$ cat config.mk
export PLATFORM = sky130hd
export DESIGN_NAME = mbus_decode
export DESIGN_NICKNAME = d
export VERILOG_FILES = /design/src/hdl/mbus_pkg.sv /design/src/hdl/mbus_decode.sv
export VERILOG_INCLUDE_DIRS = /design/src /design/src/hdl
export SDC_FILE = /design/constraint.sdc
export NUM_CORES = 1
export LEC_CHECK = 0
export BUFFER_PORTS_ARGS = -buffer_cell sky130_fd_sc_hd__buf_2
export CAP_MARGIN = 20
export CORE_UTILIZATION = 30
export DETAILED_ROUTE_END_ITERATION = 8
export SYNTH_ARGS = -nofsm -noshare
export SYNTH_HDL_FRONTEND = slang
export SYNTH_SLANG_ARGS = --single-unit
export TNS_END_PERCENT = 100
$ cat constraint.sdc
create_clock -name vclk -period 2.7
set_clock_uncertainty 0.2 [all_clocks]
set_input_delay 0.54 -clock vclk [all_inputs]
set_output_delay 0.54 -clock vclk [all_outputs]
set_load 0.01 [all_outputs]
$ cat src/hdl/mbus_params.svh
/*
 * Main-bus address windows, work RAM depth
 * and the fixed values returned for empty space
 */
`ifndef MBUS_PARAMS_SVH
`define MBUS_PARAMS_SVH

// --------------------
// Address windows
// --------------------

// Upper address nibble where the cartridge window ends
`define MBUS_ROM_LIMIT 4'hA

// Backup SRAM, byte addresses
`define MBUS_SRAM_LO 24'h200000
`define MBUS_SRAM_HI 24'h37FFFF

// Z80 control page, matched on bits 23:12
`define MBUS_CTRL_PAGE 12'hA11

// Bank registers at A130F2..A130FE, matched on bits 23:4
`define MBUS_MAPPER_BASE 20'hA130F

// --------------------
// Memories and fixed data
// --------------------

`define MBUS_RAM_WORDS 32768

// Floating bus
`define NO_DEVICE_DATA 16'hFFFF
`define ROM_OUT_OF_RANGE_DATA 16'h0000

`endif
$ cat src/hdl/mbus_pkg.sv
/*
 * Main-bus vector types, request and RAM port structs,
 * region and bus state enums
 */
package mbus_pkg;

	// 68000 word address, A0 is carried by the strobes
	typedef logic [23:1] word_addr_t;
	typedef logic [24:1] rom_addr_t;
	typedef logic [15:0] data_t;
	typedef logic [14:0] ram_addr_t;
	typedef logic [5:0]  bank_t;

	// One access as seen by the bus master
	typedef struct packed {
		word_addr_t addr;
		data_t      wdata;
		logic       rnw;
		logic       uds_n;
		logic       lds_n;
	} mbus_req_t;

	// Byte-lane RAM port
	typedef struct packed {
		ram_addr_t addr;
		data_t     wdata;
		logic      we_u;
		logic      we_l;
	} ram_port_t;

	typedef enum logic [2:0] {
		REG_NONE,
		REG_ROM,
		REG_ROM_EMPTY,
		REG_SRAM,
		REG_RAM,
		REG_CTRL
	} region_t;

	typedef enum logic [2:0] {
		MB_IDLE,
		MB_SELECT,
		MB_RAM_READ,
		MB_SRAM_READ,
		MB_ROM_READ,
		MB_FINISH
	} mbus_state_t;

endpackage

$ cat src/hdl/mbus_decode.sv
/*
 * Address decoder for the main bus
 */
`timescale 1ns/10ps
`include "mbus_params.svh"

module mbus_decode
	import mbus_pkg::*;
(
	input  word_addr_t addr,
	input  rom_addr_t  rom_size,
	output region_t    region
);

	logic [23:0] byte_addr;
	logic        in_rom_space;
	logic        in_sram_window;
	logic        in_ctrl_page;

	assign byte_addr = {addr, 1'b0};

	// Cartridge space is everything below A00000
	assign in_rom_space = addr[23:20] < `MBUS_ROM_LIMIT;

	assign in_sram_window = (byte_addr >= `MBUS_SRAM_LO) && (byte_addr <= `MBUS_SRAM_HI);

	// Only A11x00 hits, the low byte must be zero
	assign in_ctrl_page = (addr[23:12] == `MBUS_CTRL_PAGE) && (addr[7:1] == 7'd0);

	always_comb begin
		region = REG_NONE;
		if (&addr[23:21]) begin
			// 64 KB work RAM, mirrored over E00000-FFFFFF
			region = REG_RAM;
		end else if (in_rom_space) begin
			if ({1'b0, addr} < rom_size)
				region = REG_ROM;
			else if (in_sram_window)
				region = REG_SRAM;
			else
				region = REG_ROM_EMPTY;
		end else if (in_ctrl_page) begin
			region = REG_CTRL;
		end
	end

endmodule

Word level (Yosys, flattened, before mapping) --
Cells that the tools add are included.
Word-level totals: bits in registers 0, input bits 47, output and inout port bits 3, logic and storage cells 14
Cells by class: magnitude comparators 4, equal/unequal tests 1, muxes and demuxes 5, reductions and logical operators 4
Operators with widths (count):
- $ge 24x22->1 const B | 1
- $le 24x22->1 const B | 1
- $lt 23x24->1 | 1
- $eq 12x12->1 const B | 1
- $mux 3 | 3
- $logic_not 7->1 | 1
- $lt 4x4->1 const B | 1
- $reduce_and 3->1 | 1
- $logic_and 1x1->1 | 2
- $mux 2 | 1
- $mux 1 | 1

Depth between registers and ports, before layout --
depth in word-level cells 6, depth in mapped cells 7, mapped depth without buffers 7

Worst setup path after synthesis --
Ideal clock, no wire load.
path type input to output, start input rom_size[7], end output region[0], arrival 1.885 ns, required time 1.960 ns, path slack 0.075 ns, cell stages on the path 7, buffers on the path 0, path through inv_1 > ha_1 > and3_1 > a221oi_2 > o31ai_1 > a211oi_2 > o221a_1
Between the ends: cells in the longest elaborated chain, start to end 4
RTL lines:
- from (decl) | RTL line mbus_decode.sv:11 | input rom_addr_t rom_size,
- $lt 23x24->1 | RTL line mbus_decode.sv:36 | if ({1'b0, addr} < rom_size)
- $mux 2 | RTL line mbus_decode.sv:36
- $mux 3 | RTL line mbus_decode.sv:35 | end else if (in_rom_space) begin
- $mux 3 | RTL line mbus_decode.sv:32 | if (&addr[23:21]) begin
- to (decl) | RTL line mbus_decode.sv:12 | output region_t region
Every way passes these cells.

Worst setup path after layout --
start input rom_size[5], end output region[0]
The elaborated chain is that of the path after synthesis.

==> metrics.cfg <==
[timing]
period_minus_slack_ns=2.78
hold_viol_final=0
whs_ns=1.35
fmax_mhz=359
period_share_pct=103
slew_headroom_pct=82.5
layout_setup_ws_ns=-0.0846
rsz0062_at_grt=yes
finalSetupViolCount=1
tightest_slew_ns=0.260
drv_slew=0

[setup_path]
start_kind=input port
cp_max_fo=2
crit_required_ns=1.96
path_class=input port to output pin
endpoint_kind=output pin
crit_arrival_ns=2.04

[global_routing]
grt_pass1_wl_um=3060
grt_use_met2_pct=30.2
grtUsageMet3_pct=0.606
grt_pass1_vias=792
track_usage_pct=14.8
grt_max_degree=5
top_usage_layer=met2
use_met1_pct=17.2
antenna_found_initial=0
grt_overflow=0

[drt]
dr.pass1.iters=4
routed_wl_um=1890
drtIter0Drc=4
dr_total_vias=871
viasPerCell=4.81
drcViolationCount=0
ant_nets=0
post_drt_wl_per_cell_um=10.4

[place]
place_inst=181
gp_congestion=0.703
io_buffers=50
dp_hpwl_um=1610

[die]
core_um2=2210
row_count=17
dieArea_um2=2540
start_util_pct=31.8
io_pins=50
die_h_um=50.4
die_x_um=50.4

[power]
irDropWorstVdd_uv=61.8
p_total_uw=168
power.density_nw_per_um2=140
power_leakage_nw=0.660

[finish]
final_cells=181
multiInputGateArea_um2=716
antennaDiodeCount=0
seq_cells=0
fin_nets=224
clock_buffers=0
drive_gt1_share_pct=50.3
regArea_um2=0
syn_to_final_growth_pct=69.9
post-route-util_pct=54.0
fillCellCount=230

[hold_path]
hold_path_class=input port to output pin

[status]
violations=negative setup slack
outcome=complete, but fails checks

[logic_synthesis]
synthCells=94
yosysUniqueCellTypes=30
yosysMostFrequentCell=inv_1
synth_commonest_cells=inv_1 (24), ha_1 (22), a21oi_1 (7)
yosys_warnings=0
avgSynthCellArea_um2=7.48
synth_area_leader_cell=ha_1
yosys-top-cells-area=ha_1 (39%), inv_1 (13%), a21oi_1 (5.0%)
synth_top_area_share_pct=39.1
syn_nets=163
ys_seq_area_share_pct=0
netlist_area_um2=703

[clocking]
cts_hold_buf=0
cts_setup_buffers=0

[run]
drv_cap=0

==> report_power, final <==
group	switching, mW	total (mW)	internal, mW
Combinational	0.0746	0.168	0.0930
Clock	0	0	0
Sequential	0	0	0
Total	0.0746	0.168	0.0930
==> metrics by stage <==
step | setup slack, ns | area (µm²) | TNS, ns
after floorplan | 0.0747 | 703 | 0
after global placement | -0.147 | 1060 | -0.171
after detailed placement | -0.188 | 1060 | -0.248
after CTS | -0.0850 | 1140 | -0.0850
after global routing | -0.170 | 1190 | -0.219
final | -0.0846 | 1190 | -0.0846
==> worst paths after layout <==
path         from        end  slack (ns)  cells after the start
min      addr[20]  region[1]        1.35                      6
max   rom_size[5]  region[0]       -0.08                      9
==> routing by layer <==
| metal | up-vias | wire [µm] |
|---|---|---|
| li1 | 454 | - |
| met1 | 384 | 770 |
| met2 | 31 | 1010 |
| met3 | 2 | 96 |
| met4 | 0 | 15 |
| met5 | - | 0 |
==> critical path, stage by stage <==
cell	delay (ns)
buf_6	0.10
inv_4	0.05
ha_4	0.19
and3_4	0.19
a221oi_4	0.28
o31ai_2	0.11
a211oi_2	0.26
o221a_1	0.21
buf_2	0.12
==> cell families after synthesis <==
family / synth area share (%)
simple gates: 22.4
fa+ha+maj: 39.1
compound gates: 25.6
buf+inv: 12.8
==> area by class of cell <==
class / count / area share [%]
multi-input combinational: 70 / 59.9
timing repair buffer: 59 / 29.2
inverter: 24 / 7.96
tap: 28 / 2.93
==> layout by cell type, fill, tap and decap left out, types with 2 or more instances in the layout <==
master | netlist | routed
nor2_1 | 5 | 5
buf_4 | 0 | 9
inv_1 | 24 | 20
o21a_1 | 2 | 2
inv_2 | 0 | 2
nand3_1 | 2 | 2
buf_6 | 0 | 5
ha_4 | 0 | 6
nand2_1 | 6 | 6
inv_4 | 0 | 2
ha_1 | 22 | 16
a21o_1 | 2 | 2
and4_1 | 2 | 2
o21ai_0 | 2 | 2
a21oi_1 | 7 | 7
buf_2 | 0 | 45
==> what timing repair did <==
item | CTS | global route
pin swaps | 5 | 6
setup endpoints to repair | 2 | 3
gates resized for setup | 10 | 11
gates cloned | 0 | 0
endpoints found under the hold margin | 0 | 0
Note: power is estimated with default switching activity, not from simulation.
