--- config.mk ---
export PLATFORM = sky130hd
export DESIGN_NAME = z80_ctrl_regs
export DESIGN_NICKNAME = d
export VERILOG_FILES = /design/src/hdl/mbus_pkg.sv /design/src/hdl/z80_ctrl_regs.sv
export VERILOG_INCLUDE_DIRS = /design/src /design/src/hdl
export SDC_FILE = /design/constraint.sdc
export NUM_CORES = 1
export LEC_CHECK = 0
export ABC_AREA = 1
export CORE_AREA = 10 10 47 49
export DETAILED_ROUTE_END_ITERATION = 7
export DIE_AREA = 0 0 57 59
export DONT_BUFFER_PORTS = 1
export PLACE_DENSITY = 0.35
export SYNTH_ARGS = -nofsm -noshare
export SYNTH_HDL_FRONTEND = slang
export SYNTH_SLANG_ARGS = --single-unit
--- constraint.sdc ---
create_clock -name MCLK -period 0.8 [get_ports MCLK]
set_input_delay 0.12 -clock MCLK [delete_from_list [all_inputs] [get_ports MCLK]]
set_output_delay 0.12 -clock MCLK [all_outputs]
set_load 0.03 [all_outputs]
--- src/hdl/mbus_params.svh ---
/*
 * Main-bus address windows, work RAM depth
 * and the fixed values returned for empty space
 */
`ifndef MBUS_PARAMS_SVH
`define MBUS_PARAMS_SVH

// --------------------
// Address windows
// --------------------

// Upper address nibble where the cartridge window ends
`define MBUS_ROM_LIMIT 4'hA

// Backup SRAM, byte addresses
`define MBUS_SRAM_LO 24'h200000
`define MBUS_SRAM_HI 24'h37FFFF

// Z80 control page, matched on bits 23:12
`define MBUS_CTRL_PAGE 12'hA11

// Bank registers at A130F2..A130FE, matched on bits 23:4
`define MBUS_MAPPER_BASE 20'hA130F

// --------------------
// Memories and fixed data
// --------------------

`define MBUS_RAM_WORDS 32768

// Floating bus
`define NO_DEVICE_DATA 16'hFFFF
`define ROM_OUT_OF_RANGE_DATA 16'h0000

`endif
--- src/hdl/mbus_pkg.sv ---
/*
 * Main-bus vector types, request and RAM port structs,
 * region and bus state enums
 */
package mbus_pkg;

	// 68000 word address, A0 is carried by the strobes
	typedef logic [23:1] word_addr_t;
	typedef logic [24:1] rom_addr_t;
	typedef logic [15:0] data_t;
	typedef logic [14:0] ram_addr_t;
	typedef logic [5:0]  bank_t;

	// One access as seen by the bus master
	typedef struct packed {
		word_addr_t addr;
		data_t      wdata;
		logic       rnw;
		logic       uds_n;
		logic       lds_n;
	} mbus_req_t;

	// Byte-lane RAM port
	typedef struct packed {
		ram_addr_t addr;
		data_t     wdata;
		logic      we_u;
		logic      we_l;
	} ram_port_t;

	typedef enum logic [2:0] {
		REG_NONE,
		REG_ROM,
		REG_ROM_EMPTY,
		REG_SRAM,
		REG_RAM,
		REG_CTRL
	} region_t;

	typedef enum logic [2:0] {
		MB_IDLE,
		MB_SELECT,
		MB_RAM_READ,
		MB_SRAM_READ,
		MB_ROM_READ,
		MB_FINISH
	} mbus_state_t;

endpackage

--- src/hdl/z80_ctrl_regs.sv ---
/*
 * Z80 bus request and reset registers, with readback
 */
`timescale 1ns/10ps
`include "mbus_params.svh"

module z80_ctrl_regs
	import mbus_pkg::*;
(
	input  logic      MCLK,
	input  logic      reset,
	input  logic      sel,
	input  mbus_req_t bus,
	output data_t     q,
	output logic      z80_busrq_n,
	output logic      z80_reset_n
);

	localparam data_t NO_DATA = `NO_DEVICE_DATA;

	logic busrq_hit;
	logic reset_hit;
	logic flag;

	// A11100 and A11200
	assign busrq_hit = bus.addr[11:8] == 4'h1;
	assign reset_hit = bus.addr[11:8] == 4'h2;

	// Only the upper byte carries the control bit
	always_ff @(posedge MCLK) begin
		if (reset) begin
			z80_busrq_n <= 1'b1;
			z80_reset_n <= 1'b0;
		end else if (sel && !bus.rnw && !bus.uds_n) begin
			if (busrq_hit)
				z80_busrq_n <= ~bus.wdata[8];
			if (reset_hit)
				z80_reset_n <= bus.wdata[8];
		end
	end

	assign flag = busrq_hit ? z80_busrq_n : reset_hit ? z80_reset_n : NO_DATA[8];
	assign q    = {NO_DATA[15:9], flag, NO_DATA[7:0]};

endmodule

; ---- Word-level counts from Yosys, hierarchy flattened
; Index checks and enable logic that the tools add are counted.
[totals]
elab_cells = 13
ff_bits = 2
input_bits = 45
[op_classes]
n_eq_ne = 2
n_mux = 2
n_reduce_logical = 6
bitwise_logic = 1
[op_table]
columns = op, n
row1 = $eq 4x1->1 const B, 1
row2 = $eq 4x2->1 const B, 1
row3 = $reduce_and 2->1, 2
row4 = $logic_and 1x1->1, 2
row5 = $logic_not 1->1, 2
row6 = $mux 1, 2
row7 = $not 1->1, 1

; ---- Longest topological paths before layout
[logic_depth]
depth_word = 4
ltp_mapped = 7
mapped_depth_nobuf = 6

; ---- Worst setup path before layout
; No wires, ideal clock.
[synth_path]
kind = reg-to-output
start = register z80_reset_n
end = output q[8]
t_arrival_ns = 0.881
stages_incl_launch_ff = 6
required_time_ns = 0.680
n_path_buf = 1
setup_slack_ns = -0.201
path_cell_list = dfxtp_1 > inv_1 > nand2_1 > o21ai_2 > inv_1 > buf_4
[synth_via]
elab_chain_cells = 2
[synth_rtl]
columns = item, line_no
row1 = "start, declared", z80_ctrl_regs.sv:16  ; output logic z80_reset_n
row2 = "start signal, assigned", z80_ctrl_regs.sv:38  ; z80_reset_n <= bus.wdata[8];
row3 = $mux 1 (2 in series), z80_ctrl_regs.sv:42  ; assign flag = busrq_hit ? z80_busrq_n : reset_hit ? z80_reset_n : NO_DATA[8];
row4 = "end, declared", z80_ctrl_regs.sv:14  ; output data_t q,
; Every way passes these cells.

; ---- Final worst setup path
; Same ends and word-level chain as after synthesis.

==> summary.txt <==
Timing
  • Skew final: 0 ns
  • RSZ-0062 raised after global routing: yes
  • Setup TNS: -0.321 ns
  • Setup ws final: -0.149 ns
  • Final Critical Period: 0.949 ns
  • Hold Violations, Final: 0
  • Period utilization: 119%
  • Max frequency: between 1000 and 1500 MHz
  • Final setup viols: 3
  • Final Max Tran Viols: 0

Placed design
  • Place WS: -0.00393 ns
  • Placed Area: 273 um^2
  • Final HPWL DP: between 500 and 600 um
  • Gpl congestion: 0.604
  • I/O Buffers: 0

Routing
  • Post-route ant nets: 0
  • Via Count: around 220
  • Drt via density: ~3.2
  • Total wire length: roughly 620 um
  • DRC violations left: 0
  • Drt initial violations: 3
  • Wire length per cell: roughly 9.3 um
  • Initial DRT Pass Iterations: 2

Critical path
  • Critical Path Fanout Max: 3
  • Max stage delay on crit path: approximately 0.35 ns
  • Crit-path most repeated cell: inv_2
  • Worst Setup End Kind: output port
  • Arr. time, crit path: around 0.83 ns
  • Startpoint type of the worst setup path: flip-flop
  • CP cell instances: inv_2 -> nand2_2 -> o21ai_2 -> inv_2
  • Critical path type: reg -> out
  • Flop2flop setup slack: roughly 0.19 ns
  • Critical path required time: between 0.6 and 0.7 ns
  • Slowest CP cell: dfxtp_4

Pwr
  • Maximum VDD drop: roughly 0.58 mV
  • Share of power burned in registers: 20.5%
  • Net switching power: ~0.18 mW
  • LEAKAGE: approximately 0.16 nW
  • PwrDens: ~1500 nW/um^2
  • Comb pwr share: between 20% and 30%
  • Clock Power Share: approximately half
  • Sw Ratio: 38.1%
  • Final Power: between 0.4 and 0.5 mW
  • P_int: just under 0.3 mW

Logic synthesis
  • Warnings from Yosys: 0
  • Synth cell types: 14
  • Mean Syn Cell Area: ~6.5 um^2
  • Mapped Cells: 46
  • Yosys reg bits: 2
  • Mapped Area: about 300 um^2
  • Proportion of synthesized area in mux cells: 0%
  • Largest family of logic cells by synthesized area: buffers and inverters
  • Register area share after synthesis: between 10% and 20%
  • Post-synthesis simple-gate area fraction: between 20% and 30%
  • Synth Area in Compound Gates: ~4.6%
  • Adder-Cell Fraction of Synth Area: 0%
  • Area share of xor/xnor cells in the synthesized design: 0%

Global route
  • Global-route wire length before repair: between 800 and 900 um
  • Initial antenna violation count: 0
  • Vias in the first global route: roughly 220
  • GR Util All Layers: under 10%
  • Largest net degree at the start of global routing: 5
  • Total gr overflow: 0

CTS
  • CTS Sinks: 2
  • Htree depth: 1
  • Clock transition at path regs: 0.03 ns
  • Post-CTS Hold Fix Bufs: 0
  • CTS root buffer: clkbuf_4
  • Longest Clk Path Bufs: 2
  • Clock Latency Late Sink: 0.22 ns
  • TritonCTS clock tree: done
  • Inserted Clock Buffers: 3

Die
  • Die height: roughly 60 um
  • Starting density of the core: 21.4%
  • # IOs: 63
  • Die area: roughly 3400 um^2
  • Core area: 1400 um^2
  • Die W: about 57 um
  • Standard-cell row count: 14

Outcome
  • Outcome: finished, violations left
  • Failing checks: setup timing

Final layout
  • Antenna cell count: 0
  • Final Cell Area: between 300 and 400 um^2
  • Reg area: 45.0 um^2
  • Final net count: 97
  • Area grow syn2layout: 4.17%
  • Layout fillers: ~180
  • Multi-input gate area: 158 um^2
  • Layout cell share with drive strength beyond 1: roughly two fifths

Flow run
  • Max-cap violation count: 0

Worst hold path
  • Worst min path class: in -> reg
==> area by class of cell <==
class                           count  share of cell area, %
Sequential cell                     2                   14.4
Tap cell                           16                   6.40
Timing Repair Buffer                3                   8.40
Multi-Input combinational cell     32                   50.4
Clock buffer                        4                   8.40
Inverter                           10                   12.0
==> kinds of logic after synthesis <==
group	after synthesis
other cells	1
flops	2
buf+inv	26
compound gates	2
simple gates	15
==> repair_timing <==
| action | CTS | global route |
|---|---|---|
| cloned | 0 | 0 |
| buffers inserted | 1 | 0 |
| setup endpoints to repair | 3 | 3 |
| hold endpoints to repair | 0 | 0 |
| gates resized for setup | 2 | 1 |
==> worst paths after layout <==
| kind | cells past startpoint | end | start |
|---|---|---|---|
| min | 2 | z80_busrq_n | reset |
| max | 4 | q[8] | z80_reset_n |
| min reg2reg | 2 | z80_busrq_n | z80_busrq_n |
| max reg2reg | 2 | z80_reset_n | z80_reset_n |
==> placed cells by master (no fill, tap or decap) <==
cell type	n
conb_1	15
inv_1	5
nand2_2	4
inv_2	4
nand2_1	4
nand3_1	3
clkbuf_4	3
nor2_4	2
buf_4	2
o21ai_2	1
nor2_2	1
clkinv_1	1
a21oi_1	1
nor2_1	1
clkbuf_1	1
buf_6	1
dfxtp_2	1
dfxtp_4	1
==> metrics by stage <==
step / utilization [%] / std cells / hold slack (ns)
4_1_cts: 22.1 / 67 / 0.00343
5_1_grt: 22.3 / 67 / 0.0135
3_3_place_gp: 19.5 / 62 / 0.243
3_5_place_dp: 19.5 / 62 / 0.232
2_1_floorplan: - / 60 / 0.225
6_report: 22.3 / 67 / 0.0102
==> sequential cells by signal (all words and copies together), names as in the netlist <==
register	count
z80_busrq_n	1
z80_reset_n	1
==> power groups by stage <==
stage	registers [mW]	clock network [mW]	logic, mW
detailed placement	0.100	0	0.134
finish	0.0989	0.244	0.138
floorplan	0.102	0	0.187
CTS	0.0989	0.258	0.136
global route	0.0988	0.272	0.149
global placement	0.100	0	0.133
==> Yosys cell counts <==
library cell  instances  area share [%]
clkinv_1              1             1.2
nand3_1               3             5.0
nor2_2                1             2.1
nor2_1                1             1.2
conb_1                1             1.2
o21ai_2               1             2.9
inv_1                 7             8.8
nand2_1               5             6.3
buf_4                16              40
nand2_2               3             6.3
inv_2                 2             2.5
a21oi_1               1             1.7
nor2_4                2             7.5
dfxtp_1               2              13
==> metal layers <==
metal  up-vias  wire, um  track usage [%]
met3         0        88             2.36
met1        90       193             2.63
li1        112         -                -
met4         0         0             3.02
met5         -         0                0
met2        14       341             5.58
==> critical path, delay by kind of cell (launching register included) <==
kind                   cells  cell delay [ns]
buffers and inverters      2             0.16
AOI/OAI and AO/OA          1             0.05
and+or+nand+nor            1             0.04
DFF                        1             0.35
No activity file was read; power rests on OpenSTA's default activity.
