[src/hdl/mbus_params.svh]
/*
 * Main-bus address windows, work RAM depth
 * and the fixed values returned for empty space
 */
`ifndef MBUS_PARAMS_SVH
`define MBUS_PARAMS_SVH

// --------------------
// Address windows
// --------------------

// Upper address nibble where the cartridge window ends
`define MBUS_ROM_LIMIT 4'hA

// Backup SRAM, byte addresses
`define MBUS_SRAM_LO 24'h200000
`define MBUS_SRAM_HI 24'h37FFFF

// Z80 control page, matched on bits 23:12
`define MBUS_CTRL_PAGE 12'hA11

// Bank registers at A130F2..A130FE, matched on bits 23:4
`define MBUS_MAPPER_BASE 20'hA130F

// --------------------
// Memories and fixed data
// --------------------

`define MBUS_RAM_WORDS 32768

// Floating bus
`define NO_DEVICE_DATA 16'hFFFF
`define ROM_OUT_OF_RANGE_DATA 16'h0000

`endif
[src/hdl/mbus_pkg.sv]
/*
 * Main-bus vector types, request and RAM port structs,
 * region and bus state enums
 */
package mbus_pkg;

	// 68000 word address, A0 is carried by the strobes
	typedef logic [23:1] word_addr_t;
	typedef logic [24:1] rom_addr_t;
	typedef logic [15:0] data_t;
	typedef logic [14:0] ram_addr_t;
	typedef logic [5:0]  bank_t;

	// One access as seen by the bus master
	typedef struct packed {
		word_addr_t addr;
		data_t      wdata;
		logic       rnw;
		logic       uds_n;
		logic       lds_n;
	} mbus_req_t;

	// Byte-lane RAM port
	typedef struct packed {
		ram_addr_t addr;
		data_t     wdata;
		logic      we_u;
		logic      we_l;
	} ram_port_t;

	typedef enum logic [2:0] {
		REG_NONE,
		REG_ROM,
		REG_ROM_EMPTY,
		REG_SRAM,
		REG_RAM,
		REG_CTRL
	} region_t;

	typedef enum logic [2:0] {
		MB_IDLE,
		MB_SELECT,
		MB_RAM_READ,
		MB_SRAM_READ,
		MB_ROM_READ,
		MB_FINISH
	} mbus_state_t;

endpackage

[src/hdl/mbus_ctrl.sv]
/*
 * Main-bus state machine, request latch,
 * read data capture and DTACK generation
 */
`timescale 1ns/10ps
`include "mbus_params.svh"

module mbus_ctrl
	import mbus_pkg::*;
(
	input  logic            MCLK,
	input  logic            reset,
	input  logic            as_n,
	input  mbus_req_t       req,
	output logic            dtack_n,
	output data_t           rdata,
	output mbus_req_t       bus,
	input  region_t         region,
	output logic            rom_req,
	input  logic            rom_ack,
	input  data_t           rom_data,
	output ram_port_t [1:0] ram_port,
	output logic            ram_sel,
	output logic            sram_sel,
	output logic            ctrl_sel,
	input  data_t           ram_q,
	input  data_t           sram_q,
	input  data_t           ctrl_q
);

	mbus_state_t state;
	word_addr_t  bus_addr;
	data_t       bus_wdata;
	logic        bus_rnw;
	logic        bus_uds_n;
	logic        bus_lds_n;
	logic        accept;

	// New access only once the previous DTACK has been released
	assign accept = (state == MB_IDLE) && !as_n && dtack_n;

	assign bus = '{addr: bus_addr, wdata: bus_wdata, rnw: bus_rnw,
		uds_n: bus_uds_n, lds_n: bus_lds_n};

	// --------------------
	// Bus FSM
	// --------------------
	always_ff @(posedge MCLK) begin
		if (reset) begin
			state     <= MB_IDLE;
			dtack_n   <= 1'b1;
			rom_req   <= 1'b0;
			ram_sel   <= 1'b0;
			sram_sel  <= 1'b0;
			ctrl_sel  <= 1'b0;
			bus_rnw   <= 1'b1;
			bus_uds_n <= 1'b1;
			bus_lds_n <= 1'b1;
		end else begin
			if (as_n)
				dtack_n <= 1'b1;

			case (state)
			MB_IDLE: begin
				ram_sel   <= 1'b0;
				sram_sel  <= 1'b0;
				ctrl_sel  <= 1'b0;
				// Strobes dropped so no write repeats while idle
				bus_rnw   <= 1'b1;
				bus_uds_n <= 1'b1;
				bus_lds_n <= 1'b1;
				if (accept) begin
					bus_rnw   <= req.rnw;
					bus_uds_n <= req.uds_n;
					bus_lds_n <= req.lds_n;
					state     <= MB_SELECT;
				end
			end
			MB_SELECT: begin
				state <= MB_FINISH;
				case (region)
				REG_ROM: begin
					rom_req <= ~rom_req;
					state   <= MB_ROM_READ;
				end
				REG_SRAM: begin
					sram_sel <= 1'b1;
					state    <= MB_SRAM_READ;
				end
				REG_RAM: begin
					ram_sel <= 1'b1;
					state   <= MB_RAM_READ;
				end
				REG_CTRL:
					ctrl_sel <= 1'b1;
				default: ;
				endcase
			end
			MB_RAM_READ,
			MB_SRAM_READ:
				state <= MB_FINISH;
			MB_ROM_READ:
				if (rom_ack == rom_req)
					state <= MB_FINISH;
			MB_FINISH: begin
				dtack_n <= 1'b0;
				state   <= MB_IDLE;
			end
			default:
				state <= MB_IDLE;
			endcase
		end
	end

	// --------------------
	// Address and data
	// --------------------
	always_ff @(posedge MCLK) begin
		if (accept) begin
			bus_addr  <= req.addr;
			bus_wdata <= req.wdata;
		end
	end

	// rdata settles before DTACK falls and holds until the next capture
	always_ff @(posedge MCLK) begin
		case (state)
		MB_SELECT:
			case (region)
			REG_CTRL:      rdata <= ctrl_q;
			REG_ROM_EMPTY: rdata <= `ROM_OUT_OF_RANGE_DATA;
			REG_NONE:      rdata <= `NO_DEVICE_DATA;
			default: ;
			endcase
		MB_RAM_READ:
			rdata <= ram_q;
		MB_SRAM_READ:
			rdata <= sram_q;
		MB_ROM_READ:
			if (rom_ack == rom_req)
				rdata <= rom_data;
		default: ;
		endcase
	end

	// Index 0 feeds work RAM, index 1 the SRAM
	always_comb begin
		ram_port[0].addr  = bus_addr[15:1];
		ram_port[0].wdata = bus_wdata;
		ram_port[0].we_u  = ram_sel & ~bus_rnw & ~bus_uds_n;
		ram_port[0].we_l  = ram_sel & ~bus_rnw & ~bus_lds_n;
		ram_port[1].addr  = bus_addr[15:1];
		ram_port[1].wdata = bus_wdata;
		ram_port[1].we_u  = sram_sel & ~bus_rnw & ~bus_uds_n;
		ram_port[1].we_l  = sram_sel & ~bus_rnw & ~bus_lds_n;
	end

endmodule

[config.mk]
export PLATFORM = sky130hd
export DESIGN_NAME = mbus_ctrl
export DESIGN_NICKNAME = d
export VERILOG_FILES = /design/src/hdl/mbus_pkg.sv /design/src/hdl/mbus_ctrl.sv
export VERILOG_INCLUDE_DIRS = /design/src /design/src/hdl
export SDC_FILE = /design/constraint.sdc
export NUM_CORES = 1
export LEC_CHECK = 0
export BUFFER_PORTS_ARGS = -buffer_cell sky130_fd_sc_hd__buf_4
export CORE_MARGIN = 1.5
export CORE_UTILIZATION = 37
export DETAILED_ROUTE_END_ITERATION = 8
export PLACE_DENSITY = 0.78
export RECOVER_POWER = 100
export SYNTH_ARGS = -nofsm -noshare
export SYNTH_HDL_FRONTEND = slang
export SYNTH_SLANG_ARGS = --single-unit
[constraint.sdc]
create_clock -name MCLK -period 2.98 [get_ports MCLK]
set_input_delay 0.298 -clock MCLK [delete_from_list [all_inputs] [get_ports MCLK]]
set_output_delay 0.298 -clock MCLK [all_outputs]
set_load 0.05 [all_outputs]
# After elaboration in Yosys (flattened, before gate mapping)
# Cells that the tools add are included.
word_totals:
  reg_bits: 66
  output_inout_bits: 129
classes:
  n_eq_ne: 17
  muxes: 18
  bitwise_logic: 10
  n_reduce_logical: 15
ops:
  columns: ["operator", "count"]
  rows:
  - ["$pmux 16 s4", 1]
  - ["$pmux 16 s3", 1]
  - ["$mux 16", 1]
  - ["$eq 3x2->1 const B", 4]
  - ["$eq 3x3->1 const B", 4]
  - ["$pmux 3 s4", 1]
  - ["$reduce_and 2->1", 5]
  - ["$pmux 3 s3", 1]
  - ["$mux 1", 8]
  - ["$and 1x1->1", 6]
  - ["$eq 3x1->1 const B", 2]
  - ["$logic_not 3->1", 2]
  - ["$mux 3", 2]
  - ["$ne 2x2->1 const B", 3]
  - ["$pmux 1 s2", 3]
  - ["$ne 2x1->1 const B", 2]
  - ["$ne 4x4->1 const B", 1]
  - ["$not 1->1", 4]
  - ["$reduce_bool 2->1", 2]
  - ["$reduce_bool 4->1", 1]
  - ["$reduce_and 3->1", 1]
  - ["$logic_and 1x1->1", 2]
  - ["$reduce_or 2->1", 1]
  - ["$eq 1x1->1", 1]
  - ["$logic_not 1->1", 1]

# Depth between registers and ports, before layout
depth:
  depth_word: 5
  ltp_mapped: 6
  depth_no_buf: 3

# Worst setup path after synthesis
# Ideal clock, no wire load.
synth_path:
  path_type: "reg-to-reg"
  from: "register state[0]"
  to: "register bus_addr[0] (enable)"
  setup_time_ns: 0.435
  arrival_ns: 2.598
  required_ns: 2.545
  setup_slack_ns: -0.054
  stages_incl_launch_ff: 5
  n_path_buf: 2
  period_less_slack_ns: 3.034
  cell_sequence: "dfxtp_1 -> buf_2 -> or3_1 -> clkbuf_1 -> nor2_1"
synth_between:
  elab_chain_cells: 3
synth_rtl:
  columns: ["item", "line", "text"]
  rows:
  - ["start: declaration", "mbus_ctrl.sv:31", "mbus_state_t state;"]
  - ["start signal: assignment", "mbus_ctrl.sv:50", "state <= MB_IDLE;"]
  - ["start signal: assignment", "mbus_ctrl.sv:76", "state <= MB_SELECT;"]
  - ["start signal: assignment", "mbus_ctrl.sv:80", "state <= MB_FINISH;"]
  - ["$logic_not 3->1", "mbus_ctrl.sv:40", "assign accept = (state == MB_IDLE) && !as_n && dtack_n;"]
  - ["$logic_and 1x1->1 (2 in series)", "mbus_ctrl.sv:40", null]
  - ["via accept", "mbus_ctrl.sv:37", "logic accept;"]
  - ["end signal: assignment", "mbus_ctrl.sv:120", "bus_addr <= req.addr;"]
  - ["end: declaration", "mbus_ctrl.sv:32", "word_addr_t bus_addr;"]
# The timed path passes the listed nets, and every way through them passes these cells.
# A chain may end at the register's enable or synchronous reset.

# Final worst setup path
layout_path:
  from: "register state[2]"
  to: "register rdata[3] (data pin)"
layout_between:
  elab_chain_cells: 2
  word_cells_on_any_way: 5
layout_rtl:
  columns: ["item", "line", "text"]
  rows:
  - ["$eq 3x3->1 (tied with other cells)", "mbus_ctrl.sv:127", "case (state)"]
  - ["$pmux 16 s4 *", "mbus_ctrl.sv:127", null]
  - ["end signal: assignment", "mbus_ctrl.sv:130", "REG_CTRL: rdata <= ctrl_q;"]
  - ["end signal: assignment", "mbus_ctrl.sv:131", "REG_ROM_EMPTY: rdata <= `ROM_OUT_OF_RANGE_DATA;"]
  - ["end signal: assignment", "mbus_ctrl.sv:132", "REG_NONE: rdata <= `NO_DEVICE_DATA;"]
  - ["end: declaration", "mbus_ctrl.sv:16", "output data_t rdata,"]
# Every way passes the cells marked *; elsewhere a longest branch is shown, timed or not.

==> results.md <==
* Outcome: finished clean
* CP max stage cell: o311a_1
* Setup slack at placement at 1.15 ns
* Placed Instance Area at 4650 um2
* Leading cell type in the layout, fill and taps excluded: clkbuf_1
* Synthesized netlist cell count at 271
* Crit path capture type: flip-flop
* Combined flip-flop and latch cell area at 1870 um2
* Area of the multi-input gates at 739 um2
* Total congestion overflow at 0
* Crit Path Class: flip-flop to flip-flop
* Total Die Area at 9370 um2
* Fraction of final layout cells with drive strength greater than 1 at 30.0%
* P per Cell Area at 728 nW/um2
* Number of nets with antenna violations after routing at 0
* Final routed DRC violation total at 0
* Final slew viol count at 0
* Unrepaired setup endpoints after global routing: no
* Number of rows created at floorplan at 34
* Gpl congestion at 0.884
* P&R area growth vs syn at 33.4%
* Worst hold path class: primary input to flip-flop
* CP peak stage delay at 0.69 ns
* Number of buffers on the longest clock path at 2
* Total of buffers placed on input and output ports at 241
* Number of vias per cell at 4.89
* Highest-count cells in the layout ignoring fill and taps: 131 x clkbuf_1, 74 x buf_4, 55 x edfxtp_1, 39 x clkbuf_4, 29 x nor2_1
* Buffering stage count on the worst path with inverters included at 1
* Terminus of the critical flop-to-flop path: rdata[3]$_DFFE_PP_
* Count of hold-fix buffers inserted at cts at 0
* Period utilization at 73.9%
* DR iter-0 viols at 78
* Critical Path AT at 2.24 ns
* Launch point of the worst reg-to-reg path: state[2]$_SDFFE_PP0P_
* Min-delay src: req[27]
* Yosys cell types at 39
* Number of flip-flops and latches in the synthesized netlist at 66
* Mapped cell area at 3260 um2
* Post-route minimum period at 2.20 ns
* Worst Tran Pin Value at 1.02 ns
* Terminating pin of the worst hold path: bus_addr[8]$_DFFE_PP_
* Seq/Total Area, Yosys at 57.5%
* Final setup violation count at 0
* Inserted Clock Buffers at 9
* Clock sink total at 66
* Cells resized by post-CTS repair at 0
* Startpoint Class: flip-flop
* Latest clock arrival within the worst-skew pair at 0.34 ns
* Floorplan die height at 96.8 um
* Cell breakdown of the critical path: nand2b_1 -> buf_4 -> o311a_1 -> a221oi_1
* Crit path max fanout at 16
* Mapped Avg Cell Area at 12.0 um2
* Clock transition at the register clock pins on the worst setup and hold paths after CTS at 0.08 ns
* Via count of the first global-routing pass at 2604
* Hpwl dp at 7400 um
* Horizontal die dimension at 96.8 um
* TritonCTS clock tree: built
* FF-to-FF setup slack at 0.78 ns
* First-pass GRT wire length at 14000 um
* Synth Net Count at 384
* Category of cells accounting for the largest share of critical-path delay: compound AO/OA/AOI/OAI gates
* First-pass iteration count of the detailed router at 4
* Core ar. at 8640 um2
* Number of buffers inserted by post-CTS setup repair at 0
* Via count at 2730
* Diode insertion count for antenna repair at 0
* Post-Layout Inst Area at 4340 um2
* Layout filler cell count at 904
* Maximum number of pins on one net before global-route repair at 40
* Static leakage at 1.70 nW
* Final hold violation count at 0
* Total routing usage reported by global routing at 19.6%
* Buffer cell driving the clock tree root: clkbuf_8
* Worst hold path stage count at 1
* Relative slew slack at 32.1%
* Final TNS setup at 0 ns
* Min setup slack post-route at 0.777 ns
* Synth Warn # at 0
* Top-level I/O count at 242
* Wire length per cell at 17.6 um
* Starting Density at 37.7%
* H-tree lvl count at 3
* Number of antenna violations at the first check in global routing at 0
* Fin nets at 558
* F_max at 454 MHz
* CP required at 3.02 ns
* DRT Wirelength at 9820 um
* Peak supply drop at 279 uV
* Clock tree skew after final layout at 0.0131 ns
* Cell count of the worst reg-to-reg path at 4
* # Max-Cap Violations at 0
[area by class of cell]
cell class	instances	area share (%)
repair buffers	244	30.9
clock inverters	6	2.65
clock buffers	10	2.94
flip-flops and latches	66	43.1
well taps	108	3.11
inverters	3	0.259
multi-input cells	121	17.0
[worst max-delay path by stage]
stage | cells past startpoint | from | slack (ns) | endpoint
floorplan | 4 | state[0]$_SDFFE_PP0P_ | 0.59 | bus_addr[0]$_DFFE_PP_
global placement | 3 | state[0]$_SDFFE_PP0P_ | 1.20 | bus_addr[17]$_DFFE_PP_
detailed placement | 3 | state[0]$_SDFFE_PP0P_ | 1.15 | state[2]$_SDFFE_PP0P_
CTS | 3 | state[0]$_SDFFE_PP0P_ | 1.12 | state[2]$_SDFFE_PP0P_
global route | 4 | state[2]$_SDFFE_PP0P_ | 0.69 | rdata[4]$_DFFE_PP_
finish | 4 | state[2]$_SDFFE_PP0P_ | 0.78 | rdata[3]$_DFFE_PP_
[state kept, by name, indices dropped and copies added, names as in the netlist, 3 cells and up]
name,count
bus_addr,23
bus_wdata,16
rdata,16
state,3
[where the power goes]
group          total [mW]  internal (mW)  leakage, nW  switching (mW)
Clock               0.912          0.559        0.117           0.353
Sequential           1.20           1.14        0.607          0.0618
Combinational        1.05          0.221        0.977           0.829
[metrics by stage]
| step | power [mW] | hold slack [ns] | std cells | util (%) |
|---|---|---|---|---|
| 5_1_grt | 3.26 | 0.130 | 558 | 50.3 |
| 3_5_place_dp | 2.44 | 0.477 | 542 | 53.9 |
| 3_3_place_gp | 2.42 | 0.477 | 542 | 53.9 |
| 4_1_cts | 3.36 | 0.110 | 558 | 56.7 |
| 2_1_floorplan | 2.12 | 0.397 | 271 | - |
| 6_report | 3.16 | 0.152 | 558 | 50.3 |
[layer usage]
metal | track usage [%] | share of wire, % | up-vias
li1 | - | - | 1269
met1 | 19.8 | 35 | 1291
met2 | 37.6 | 55 | 151
met3 | 5.13 | 7.2 | 19
met4 | 8.47 | 2.5 | 0
met5 | 0 | 0 | -
[cells in the mapped netlist]
cell type / count / share of area, %
a2111o_1: 1 / 0.35
a21oi_1: 2 / 0.31
a221oi_1: 7 / 1.9
a221oi_2: 10 / 4.6
a22oi_1: 3 / 0.69
a31o_2: 1 / 0.27
a31oi_1: 2 / 0.38
and3b_1: 1 / 0.27
and4bb_2: 1 / 0.38
buf_1: 1 / 0.12
buf_2: 6 / 0.92
buf_4: 66 / 15
buf_6: 1 / 0.35
buf_8: 1 / 0.46
clkbuf_1: 5 / 0.58
clkbuf_2: 1 / 0.15
clkinv_1: 1 / 0.12
dfxtp_1: 11 / 6.8
edfxtp_1: 55 / 51
inv_1: 2 / 0.23
nand2_1: 16 / 1.8
nand2b_1: 7 / 1.3
nand3b_1: 1 / 0.23
nor2_1: 30 / 3.5
nor2b_1: 2 / 0.38
nor3_1: 5 / 0.77
nor3b_1: 1 / 0.23
nor4_1: 1 / 0.19
o21ai_0: 1 / 0.15
o21bai_1: 3 / 0.69
o22ai_1: 17 / 3.3
o311a_4: 1 / 0.65
o31ai_1: 1 / 0.23
or2b_1: 1 / 0.23
or3_1: 2 / 0.38
or3b_2: 1 / 0.27
or3b_4: 1 / 0.35
xnor2_1: 1 / 0.27
xor2_1: 1 / 0.27
[kinds of logic after synthesis]
family	Yosys count	synth area share [%]
compound gates	49	13.5
xor+xnor	2	0.538
buf+inv	84	18.1
flops	66	57.5
simple gates	70	10.3
(Power assumes the default switching activity.)
