`src/hdl/mbus_params.svh`:
```
/*
 * Main-bus address windows, work RAM depth
 * and the fixed values returned for empty space
 */
`ifndef MBUS_PARAMS_SVH
`define MBUS_PARAMS_SVH

// --------------------
// Address windows
// --------------------

// Upper address nibble where the cartridge window ends
`define MBUS_ROM_LIMIT 4'hA

// Backup SRAM, byte addresses
`define MBUS_SRAM_LO 24'h200000
`define MBUS_SRAM_HI 24'h37FFFF

// Z80 control page, matched on bits 23:12
`define MBUS_CTRL_PAGE 12'hA11

// Bank registers at A130F2..A130FE, matched on bits 23:4
`define MBUS_MAPPER_BASE 20'hA130F

// --------------------
// Memories and fixed data
// --------------------

`define MBUS_RAM_WORDS 32768

// Floating bus
`define NO_DEVICE_DATA 16'hFFFF
`define ROM_OUT_OF_RANGE_DATA 16'h0000

`endif
```
`src/hdl/mbus_pkg.sv`:
```
/*
 * Main-bus vector types, request and RAM port structs,
 * region and bus state enums
 */
package mbus_pkg;

	// 68000 word address, A0 is carried by the strobes
	typedef logic [23:1] word_addr_t;
	typedef logic [24:1] rom_addr_t;
	typedef logic [15:0] data_t;
	typedef logic [14:0] ram_addr_t;
	typedef logic [5:0]  bank_t;

	// One access as seen by the bus master
	typedef struct packed {
		word_addr_t addr;
		data_t      wdata;
		logic       rnw;
		logic       uds_n;
		logic       lds_n;
	} mbus_req_t;

	// Byte-lane RAM port
	typedef struct packed {
		ram_addr_t addr;
		data_t     wdata;
		logic      we_u;
		logic      we_l;
	} ram_port_t;

	typedef enum logic [2:0] {
		REG_NONE,
		REG_ROM,
		REG_ROM_EMPTY,
		REG_SRAM,
		REG_RAM,
		REG_CTRL
	} region_t;

	typedef enum logic [2:0] {
		MB_IDLE,
		MB_SELECT,
		MB_RAM_READ,
		MB_SRAM_READ,
		MB_ROM_READ,
		MB_FINISH
	} mbus_state_t;

endpackage

```
`src/hdl/rom_mapper.sv`:
```
/*
 * SSF2 bank mapper with ROM address translation
 */
`timescale 1ns/10ps
`include "mbus_params.svh"

module rom_mapper
	import mbus_pkg::*;
(
	input  logic      MCLK,
	input  logic      reset,
	input  mbus_req_t bus,
	output rom_addr_t rom_addr
);

	bank_t banks [8];
	logic  map_en;
	logic  bank_wr;

	// Register 0 is fixed, so index zero does not write
	assign bank_wr = !bus.rnw && (bus.addr[23:4] == `MBUS_MAPPER_BASE)
		&& (bus.addr[3:1] != 3'd0);

	always_ff @(posedge MCLK) begin
		if (reset) begin
			for (int i = 0; i < 8; i++)
				banks[i] <= bank_t'(i);
			map_en <= 1'b0;
		end else if (bank_wr) begin
			banks[bus.addr[3:1]] <= bus.wdata[5:0];
			map_en <= 1'b1;
		end
	end

	// --------------------
	// Translation
	// --------------------

	// Each 512 KB slot picks its bank by bits 21:19
	always_comb begin
		if (map_en)
			rom_addr = {banks[bus.addr[21:19]], bus.addr[18:1]};
		else
			rom_addr = {1'b0, bus.addr};
	end

endmodule

```
`config.mk`:
```
export PLATFORM = sky130hd
export DESIGN_NAME = rom_mapper
export DESIGN_NICKNAME = d
export VERILOG_FILES = /design/src/hdl/mbus_pkg.sv /design/src/hdl/rom_mapper.sv
export VERILOG_INCLUDE_DIRS = /design/src /design/src/hdl
export SDC_FILE = /design/constraint.sdc
export NUM_CORES = 1
export LEC_CHECK = 0
export BUFFER_PORTS_ARGS = -buffer_cell sky130_fd_sc_hd__buf_2
export CAP_MARGIN = 10
export CORE_UTILIZATION = 52
export DETAILED_ROUTE_END_ITERATION = 6
export GPL_TIMING_DRIVEN = 0
export PLACE_DENSITY = 0.8
export SETUP_SLACK_MARGIN = 0.05
export SYNTH_ARGS = -nofsm -noshare
export SYNTH_HDL_FRONTEND = slang
export SYNTH_SLANG_ARGS = --single-unit
```
`constraint.sdc`:
```
create_clock -name MCLK -period 3.8 [get_ports MCLK]
set_clock_uncertainty 0.05 [all_clocks]
set_input_delay 0.19 -clock MCLK [delete_from_list [all_inputs] [get_ports MCLK]]
set_output_delay 0.19 -clock MCLK [all_outputs]
set_load 0.005 [all_outputs]
```
Yosys cells after proc, flatten, opt, wreduce, memory -nomap -nowiden
Memory sizes are Yosys's and may differ from the RTL's.
Cells that the tools add are included.
{"block": "totals", "ff_bits": 1, "mem_bits_rw": 48, "input_bits": 44, "wordCells": 17, "memories": 1}
{"block": "op_classes", "eq_ne": 1, "mux": 9, "reduce_logical": 5}
{"name": "banks", "depth": 8, "width": 6, "rd": 1, "rd_ports_with_merged_regs": 0, "wr": 8, "line_no": "rom_mapper.sv:16", "source": "bank_t banks [8];"}
{"operator": "2-to-1 mux 24 bit", "count": 1}
{"operator": "equality test 20 bit (second input constant)", "count": 1}
{"operator": "2-to-1 mux 1 bit", "count": 6}
{"operator": "2-to-1 mux 6 bit", "count": 1}
{"operator": "OR reduction 6 bit", "count": 1}
{"operator": "2-to-1 mux 3 bit", "count": 1}
{"operator": "nonzero test 3 bit", "count": 1}
{"operator": "logical AND 1 bit", "count": 2}
{"operator": "zero test 1 bit", "count": 1}

Longest topological paths before layout
Gate-level depths: netlist of the first run.
{"block": "depth", "ltp_word": 8, "mapped_depth": 5, "depth_no_buf": 3}

Least setup slack after synthesis of the first run
No wires, ideal clock.
{"block": "synth_timing", "kind": "input to register", "start": "input port bus[36] (netlist name)", "end": "memory banks[2][0] (netlist name) (enable)", "arrival_ns": 1.586, "path_slack_ns": 1.775, "path_stages": 3, "cell_sequence": "nor4b_2 o211ai_2 o41ai_1"}
{"element": "start: declaration", "line_no": "rom_mapper.sv:12", "source": "input mbus_req_t bus,"}
{"element": "end: declaration", "line_no": "rom_mapper.sv:16"}

==> impl_metrics.toml, run 1 <==
[logic_synthesis]
netlist_top_cells_area = "sky130_fd_sc_hd__edfxtp_1 53%, sky130_fd_sc_hd__mux4_2 9.9%, sky130_fd_sc_hd__nor4_1 6.2%"
asyncSetResetFlopFracSynth = 0
syn-instance-count = 202
yosys.area_share.xor_xnor = 0
post_synth_fa_ha_maj_area_fraction = 0
synth_top_area_share = 0.527
synthesis.area_per_instance_um2 = 13.5
yosys.area_share.simple = 0.199
synth-seq-area-share = 0.535
post_synth_cell_types = 36
synth.ff_latch_count = 49
yosys_most_used_dff = "sky130_fd_sc_hd__edfxtp_1"
synth-edff-count = 48
yosysWarnings = 0
post-synth-top-area-cell = "sky130_fd_sc_hd__edfxtp_1"
syn-cell-area_um2 = 2730
dominant_combinational_cell_family_by_area_after_synthesis = "simple AND/OR/NAND/NOR gates"
synth_compound_area_frac = 0.0508
synthMuxAreaShare = 0.110

[placed_design]
numPortBuffers = 55
finalWeightedCongestion = 0.878
placedCellCount = 333
pre_cts_ws_ns = 1.31
dp_hpwl_um = 4660

[setup_path]
worstSetupPathType = "in2reg"
reg2reg_depth = 2
worst-r2r-setup-slack_ns = 2.76
critical_path.startpoint_type = "primary input"
cp_max_fo = 10
critical_path_sink_type = "flop"
reg2reg_to = "map_en$_SDFFE_PP0P_"
worst_ep_arrival_time_ns = 1.96
worstReg2RegStart = "map_en$_SDFFE_PP0P_"
worst-endpoint-required_ns = 3.67

[floorplanning]
placeableCoreArea_um2 = 5070
floorplan.initialDensity = 0.538
core.rowCount = 26
die-area_um2 = 5550
die-height_um = 74.5
die_width_um = 74.5
top_level_ports = 68

[layout]
area_growth_syn_to_layout_pct = 18.6
diodes = 0
ratio_of_cells_with_drive_above_1_in_the_final_layout = 0.424
num-fill-cells = 395
fin_nets = 314
multi_input_comb_area_um2 = 1020
layout.area.seq_um2 = 1460
final_cell_count_no_fill = 341

[power]
max-vdd-ir-drop_mv = 0.180
leakagePower_nw = 1.22
cellPowerDensity_nw_per_um2 = 350

[timing]
maxSlewViolCount = 0
setup_viol = 0
clock.fmax_ghz = 0.479
worst-slew-pin-transition_ns = 1.06
timing.final.ws_setup_ns = 1.71
setup-tns-final_ns = 0
finalWorstPathRequiredPeriod_ns = 2.09
final.period_utilization = 0.550
setup_repair_after_global_routing_missed_its_margin = "no"
worst_slew_margin_rel = 0.284
hold-worst-slack_ns = 0.196
finalHoldViolations = 0

[worst_hold_path]
hp-start = "bus[4]"
hp-class = "in2reg"
worstHoldPathCells = 3
hold-path-endpoint = "banks[2][1]$_SDFFCE_PN1P_"

[global_routing]
first_global_vias = 1892
grt_first_pass_wirelength_um = 9830
grt_overflow = 0
antenna_found_initial = 0
grt_util_all_layers = 0.249
grt_max_degree = 15

[drt]
drt-total-wl_um = 6280
number_of_design_rule_violations_left_after_detail_routing = 0
route.detailed.vias_per_inst = 5.86
antenna_violating_nets_post_route = 0
overall_via_count_from_detail_route = 1999
wl_per_cell_um = 18.4
drt_pass_1_iters = 4
drt_iter0_markers = 154

[clocking]
ctsHoldBuffers = 0
cts-root-to-sink-buffers = 2
clkSlewWorstSetupHoldPaths_ns = 0.08
clock-sinks = 49
cts_tree = "yes"
cts_h_tree_depth = 2
post-cts-setup-buffers = 0
root_buffer = "sky130_fd_sc_hd__clkbuf_8"
numCtsBuffers = 5
cts.repair.resized = 0
clk-insertion-delay-late_ns = 0.30

[status]
run_status = "complete, no violations"

[run]
max_cap_viol_count = 0
worst max path at each step:
stage	startpoint	to	slack (ns)	depth (start not counted)
2_1_floorplan	bus[36]	banks[2][0]$_SDFFCE_PN0P_	1.78	3
3_3_place_gp	bus[37]	banks[6][2]$_SDFFCE_PN1P_	0.95	4
3_5_place_dp	bus[36]	banks[1][4]$_SDFFCE_PN0P_	1.31	5
4_1_cts	bus[36]	banks[1][2]$_SDFFCE_PN0P_	1.62	5
5_1_grt	reset	banks[1][2]$_SDFFCE_PN0P_	1.55	5
6_report	bus[36]	banks[1][2]$_SDFFCE_PN0P_	1.71	5
layout make-up:
| cell class | instances | share of cell area |
|---|---|---|
| repair buffers | 56 | 0.0865 |
| multi-input cells | 116 | 0.315 |
| inverters | 4 | 0.00463 |
| flip-flops and latches | 49 | 0.451 |
| clock inverters | 2 | 0.0104 |
| plain buffers | 38 | 0.0830 |
| well taps | 70 | 0.0270 |
| clock buffers | 6 | 0.0224 |
sequential cells by signal, summed over array words and instances, names as in the netlist:
register  cells
map_en        1
banks        48
worst max-delay path, stage by stage:
cell                       delay, ns
sky130_fd_sc_hd__buf_2          0.11
sky130_fd_sc_hd__nor4b_2        0.35
sky130_fd_sc_hd__o211ai_2       0.28
sky130_fd_sc_hd__buf_6          0.22
sky130_fd_sc_hd__o31ai_1        0.81
cell families (layout without fill, tap and decap cells):
kind of cell / after synthesis / count (layout)
buffers and inverters: 42 / 106
flip-flops: 49 / 49
AO/OA/AOI/OAI: 18 / 18
other: 1 / 6
multiplexers: 15 / 15
AND/OR/NAND/NOR: 77 / 77
power breakdown:
group	switching (mW)	leakage [nW]	internal [mW]
sequential	0.00878	0.472	0.620
combinational	0.0774	0.699	0.0700
clock	0.165	0.0528	0.194
layer usage:
metal | vias up | global-route usage | wire (um) | share of wire
li1 | 929 | - | - | -
met1 | 911 | 0.344 | 2660 | 0.42
met2 | 142 | 0.384 | 2930 | 0.47
met3 | 17 | 0.0488 | 493 | 0.079
met4 | 0 | 0.111 | 190 | 0.030
met5 | - | 0 | 0 | 0
cell usage in the layout, fill, tap and decap left out, types with 5 or more instances in the layout:
| master | count |
|---|---|
| sky130_fd_sc_hd__a21oi_1 | 5 |
| sky130_fd_sc_hd__clkbuf_8 | 5 |
| sky130_fd_sc_hd__conb_1 | 6 |
| sky130_fd_sc_hd__edfxtp_1 | 48 |
| sky130_fd_sc_hd__nand4_1 | 12 |
| sky130_fd_sc_hd__nand2b_1 | 6 |
| sky130_fd_sc_hd__clkbuf_1 | 5 |
| sky130_fd_sc_hd__buf_4 | 20 |
| sky130_fd_sc_hd__mux4_2 | 12 |
| sky130_fd_sc_hd__buf_2 | 60 |
| sky130_fd_sc_hd__nand2_1 | 6 |
| sky130_fd_sc_hd__nor2_1 | 6 |
| sky130_fd_sc_hd__nor4_1 | 27 |
| sky130_fd_sc_hd__buf_6 | 6 |
cells in the mapped netlist, drive strengths merged, types with 2 or more instances:
| cell type | number |
|---|---|
| nor2 | 6 |
| nor2b | 4 |
| nor4 | 30 |
| clkbuf | 5 |
| nor4b | 3 |
| nand2b | 6 |
| or2b | 2 |
| buf | 33 |
| o41ai | 3 |
| a21oi | 5 |
| and4b | 2 |
| nand4 | 13 |
| a31oi | 3 |
| nand2 | 6 |
| mux2i | 3 |
| inv | 4 |
| a41o | 3 |
| mux4 | 12 |
| edfxtp | 48 |
| and2b | 2 |
per-stage QoR:
stage / instance area, um^2 / power [mW] / util
floorplan: 2750 / 0.723 / -
global placement: 3110 / 0.780 / 0.614
detailed placement: 3130 / 0.788 / 0.618
CTS: 3240 / 1.14 / 0.639
global route: 3240 / 1.17 / 0.639
finish: 3240 / 1.14 / 0.639
Note: power is estimated with default switching activity, not from simulation.
==> run 2: changes to the inputs <==
==> constraint.sdc (replaced) <==
create_clock -name MCLK -period 2.04 [get_ports MCLK]
set_clock_uncertainty 0.05 [all_clocks]
set_input_delay 0.102 -clock MCLK [delete_from_list [all_inputs] [get_ports MCLK]]
set_output_delay 0.102 -clock MCLK [all_outputs]
set_load 0.005 [all_outputs]
==> run 2 against run 1 <==
Critical path depth is 1 lower. Sequential share of layout area is 0.069 points lower. Worst hold slack worse by 0.090 ns. Flip-flop and latch count stayed put. Via count is 1.3% higher. Combinational power is 87% higher. Largest cell class unchanged. Power is 87% higher. Final cell count stayed put. Critical endpoint is now banks[6][4]$_SDFFCE_PN0P_. Worst setup slack worse by 1.6 ns. Cell area is 0.15% higher. Largest power group unchanged. Non-clock buffer count stayed put. Die area stayed put.
==> impl_metrics.toml, run 2 (synthesized netlist as in run 1, its figures left out) <==
[clocking]
clkSlewWorstSetupHoldPaths_ns = 0.09
cts_h_tree_depth = 2
clock-sinks = 49
root_buffer = "sky130_fd_sc_hd__clkbuf_8"
clk-insertion-delay-late_ns = 0.30
cts_tree = "yes"
numCtsBuffers = 5
cts-root-to-sink-buffers = 2

[floorplanning]
top_level_ports = 68
core.rowCount = 26
die-height_um = 74.5
die_width_um = 74.5
placeableCoreArea_um2 = 5070
floorplan.initialDensity = 0.538
die-area_um2 = 5550

[setup_path]
cp_max_fo = 7
crit_family = "compound AO/OA/AOI/OAI gates"
critical_path.startpoint_type = "primary input"
worstSetupPathDepth = 4
critical_path_sink_type = "flop"
worst_ep_arrival_time_ns = 1.81
reg2reg_depth = 2
critical-path-max-stage-delay_ns = 0.97
cp_num_buf_inv = 1
worst-endpoint-required_ns = 1.92
worstSetupPathType = "in2reg"
worstPathCellList = "buf_2 > nor4b_2 > o211ai_2 > o41ai_2"
critPathSlowestCell = "sky130_fd_sc_hd__o41ai_2"

[drt]
overall_via_count_from_detail_route = 2024
route.detailed.vias_per_inst = 5.94
wl_per_cell_um = 18.6
drt_pass_1_iters = 5
drt_iter0_markers = 136
number_of_design_rule_violations_left_after_detail_routing = 0
drt-total-wl_um = 6340
antenna_violating_nets_post_route = 0

[layout]
max_flop_register = "banks"
layout.cell_area.non_filler_um2 = 3250
layout.cells.most_common = "sky130_fd_sc_hd__buf_2"
diodes = 0
ratio_of_cells_with_drive_above_1_in_the_final_layout = 0.428
fin_nets = 314
reg.largest.list = "banks: 48 flops, map_en: 1 flops"
final_cell_count_no_fill = 341
area_growth_syn_to_layout_pct = 18.8
largest_register_ffs = 48
layout_common_cells = "60 x sky130_fd_sc_hd__buf_2, 48 x sky130_fd_sc_hd__edfxtp_1, 27 x sky130_fd_sc_hd__nor4_1, 20 x sky130_fd_sc_hd__buf_4"
num-fill-cells = 393

[placed_design]
postPlaceCellArea_um2 = 3130
numPortBuffers = 55
finalWeightedCongestion = 0.878
placedCellCount = 333
dp_hpwl_um = 4660
pre_cts_ws_ns = -0.365

[timing]
finalHoldViolations = 0
hold-worst-slack_ns = 0.106
setup_viol = 0
worst-slew-pin-transition_ns = 1.05
setup-tns-final_ns = 0
clock.fmax_ghz = 0.518
setup_repair_after_global_routing_missed_its_margin = "no"
final.period_utilization = 0.946
worst_slew_margin_rel = 0.290
timing.final.ws_setup_ns = 0.110
finalWorstPathRequiredPeriod_ns = 1.93
maxSlewViolCount = 0

[global_routing]
grt_max_degree = 15
grt_overflow = 0
grt_util_all_layers = 0.249
antenna_found_initial = 0
first_global_vias = 1892
grt_first_pass_wirelength_um = 9830

[run]
max_cap_viol_count = 0

[status]
run_status = "complete, no violations"

[power]
max-vdd-ir-drop_mv = 0.343
cellPowerDensity_nw_per_um2 = 655
leakagePower_nw = 1.22

[worst_hold_path]
worstHoldPathCells = 3
hp-class = "in2reg"
-- run 2: cell counts in the layout (fill, tap and decap cells not counted) --
Identical to the previous run, type by type.
-- run 2: cell type report --
type                    instances  area (um^2)  share of cell area
clock inverters                 2         33.8              0.0104
well taps                      70         87.6              0.0270
plain buffers                  38          269              0.0829
repair buffers                 56          280              0.0864
flip-flops and latches         49         1460               0.450
inverters                       4         15.0             0.00463
multi-input cells             116         1030               0.316
clock buffers                   6         72.6              0.0224
-- run 2: path summary, 6_finish.rpt --
check	start	end	slack [ns]
max	bus[36]	banks[6][4]$_SDFFCE_PN0P_	0.11
min	bus[3]	banks[7][0]$_SDFFCE_PN1P_	0.11
min reg2reg	map_en$_SDFFE_PP0P_	map_en$_SDFFE_PP0P_	0.81
max reg2reg	map_en$_SDFFE_PP0P_	map_en$_SDFFE_PP0P_	1.00
-- run 2: routing by layer --
metal | part of all wire | up-vias | routed length (um) | track usage
li1 | - | 927 | - | -
met1 | 0.41 | 935 | 2620 | 0.344
met2 | 0.47 | 151 | 3000 | 0.384
met3 | 0.091 | 11 | 577 | 0.0488
met4 | 0.021 | 0 | 136 | 0.111
met5 | 0 | - | 0 | 0
-- run 2: report_power, final --
part | internal (mW) | total (mW) | switching [mW]
clock network | 0.362 | 0.680 | 0.318
registers | 1.15 | 1.17 | 0.0164
logic | 0.131 | 0.275 | 0.145
total | 1.65 | 2.13 | 0.479
-- run 2: worst min-delay path, delay by kind of cell --
family                 cells  cell delay [ns]
AND/OR/NAND/NOR            2             0.16
buffers and inverters      1             0.10
-- run 2: stage by stage --
stage	utilization	total power, mW
global route	0.640	2.18
global placement	0.614	1.45
detailed placement	0.618	1.47
floorplan	-	1.35
CTS	0.640	2.12
finish	0.640	2.13
-- run 2: timing repair --
| action | CTS | global route |
|---|---|---|
| buffers inserted | 0 | 0 |
| gates resized for setup | 1 | 0 |
| hold buffers | 0 | 0 |
| endpoints found under the setup margin | 6 | 0 |
| endpoints found under the hold margin | 0 | 0 |
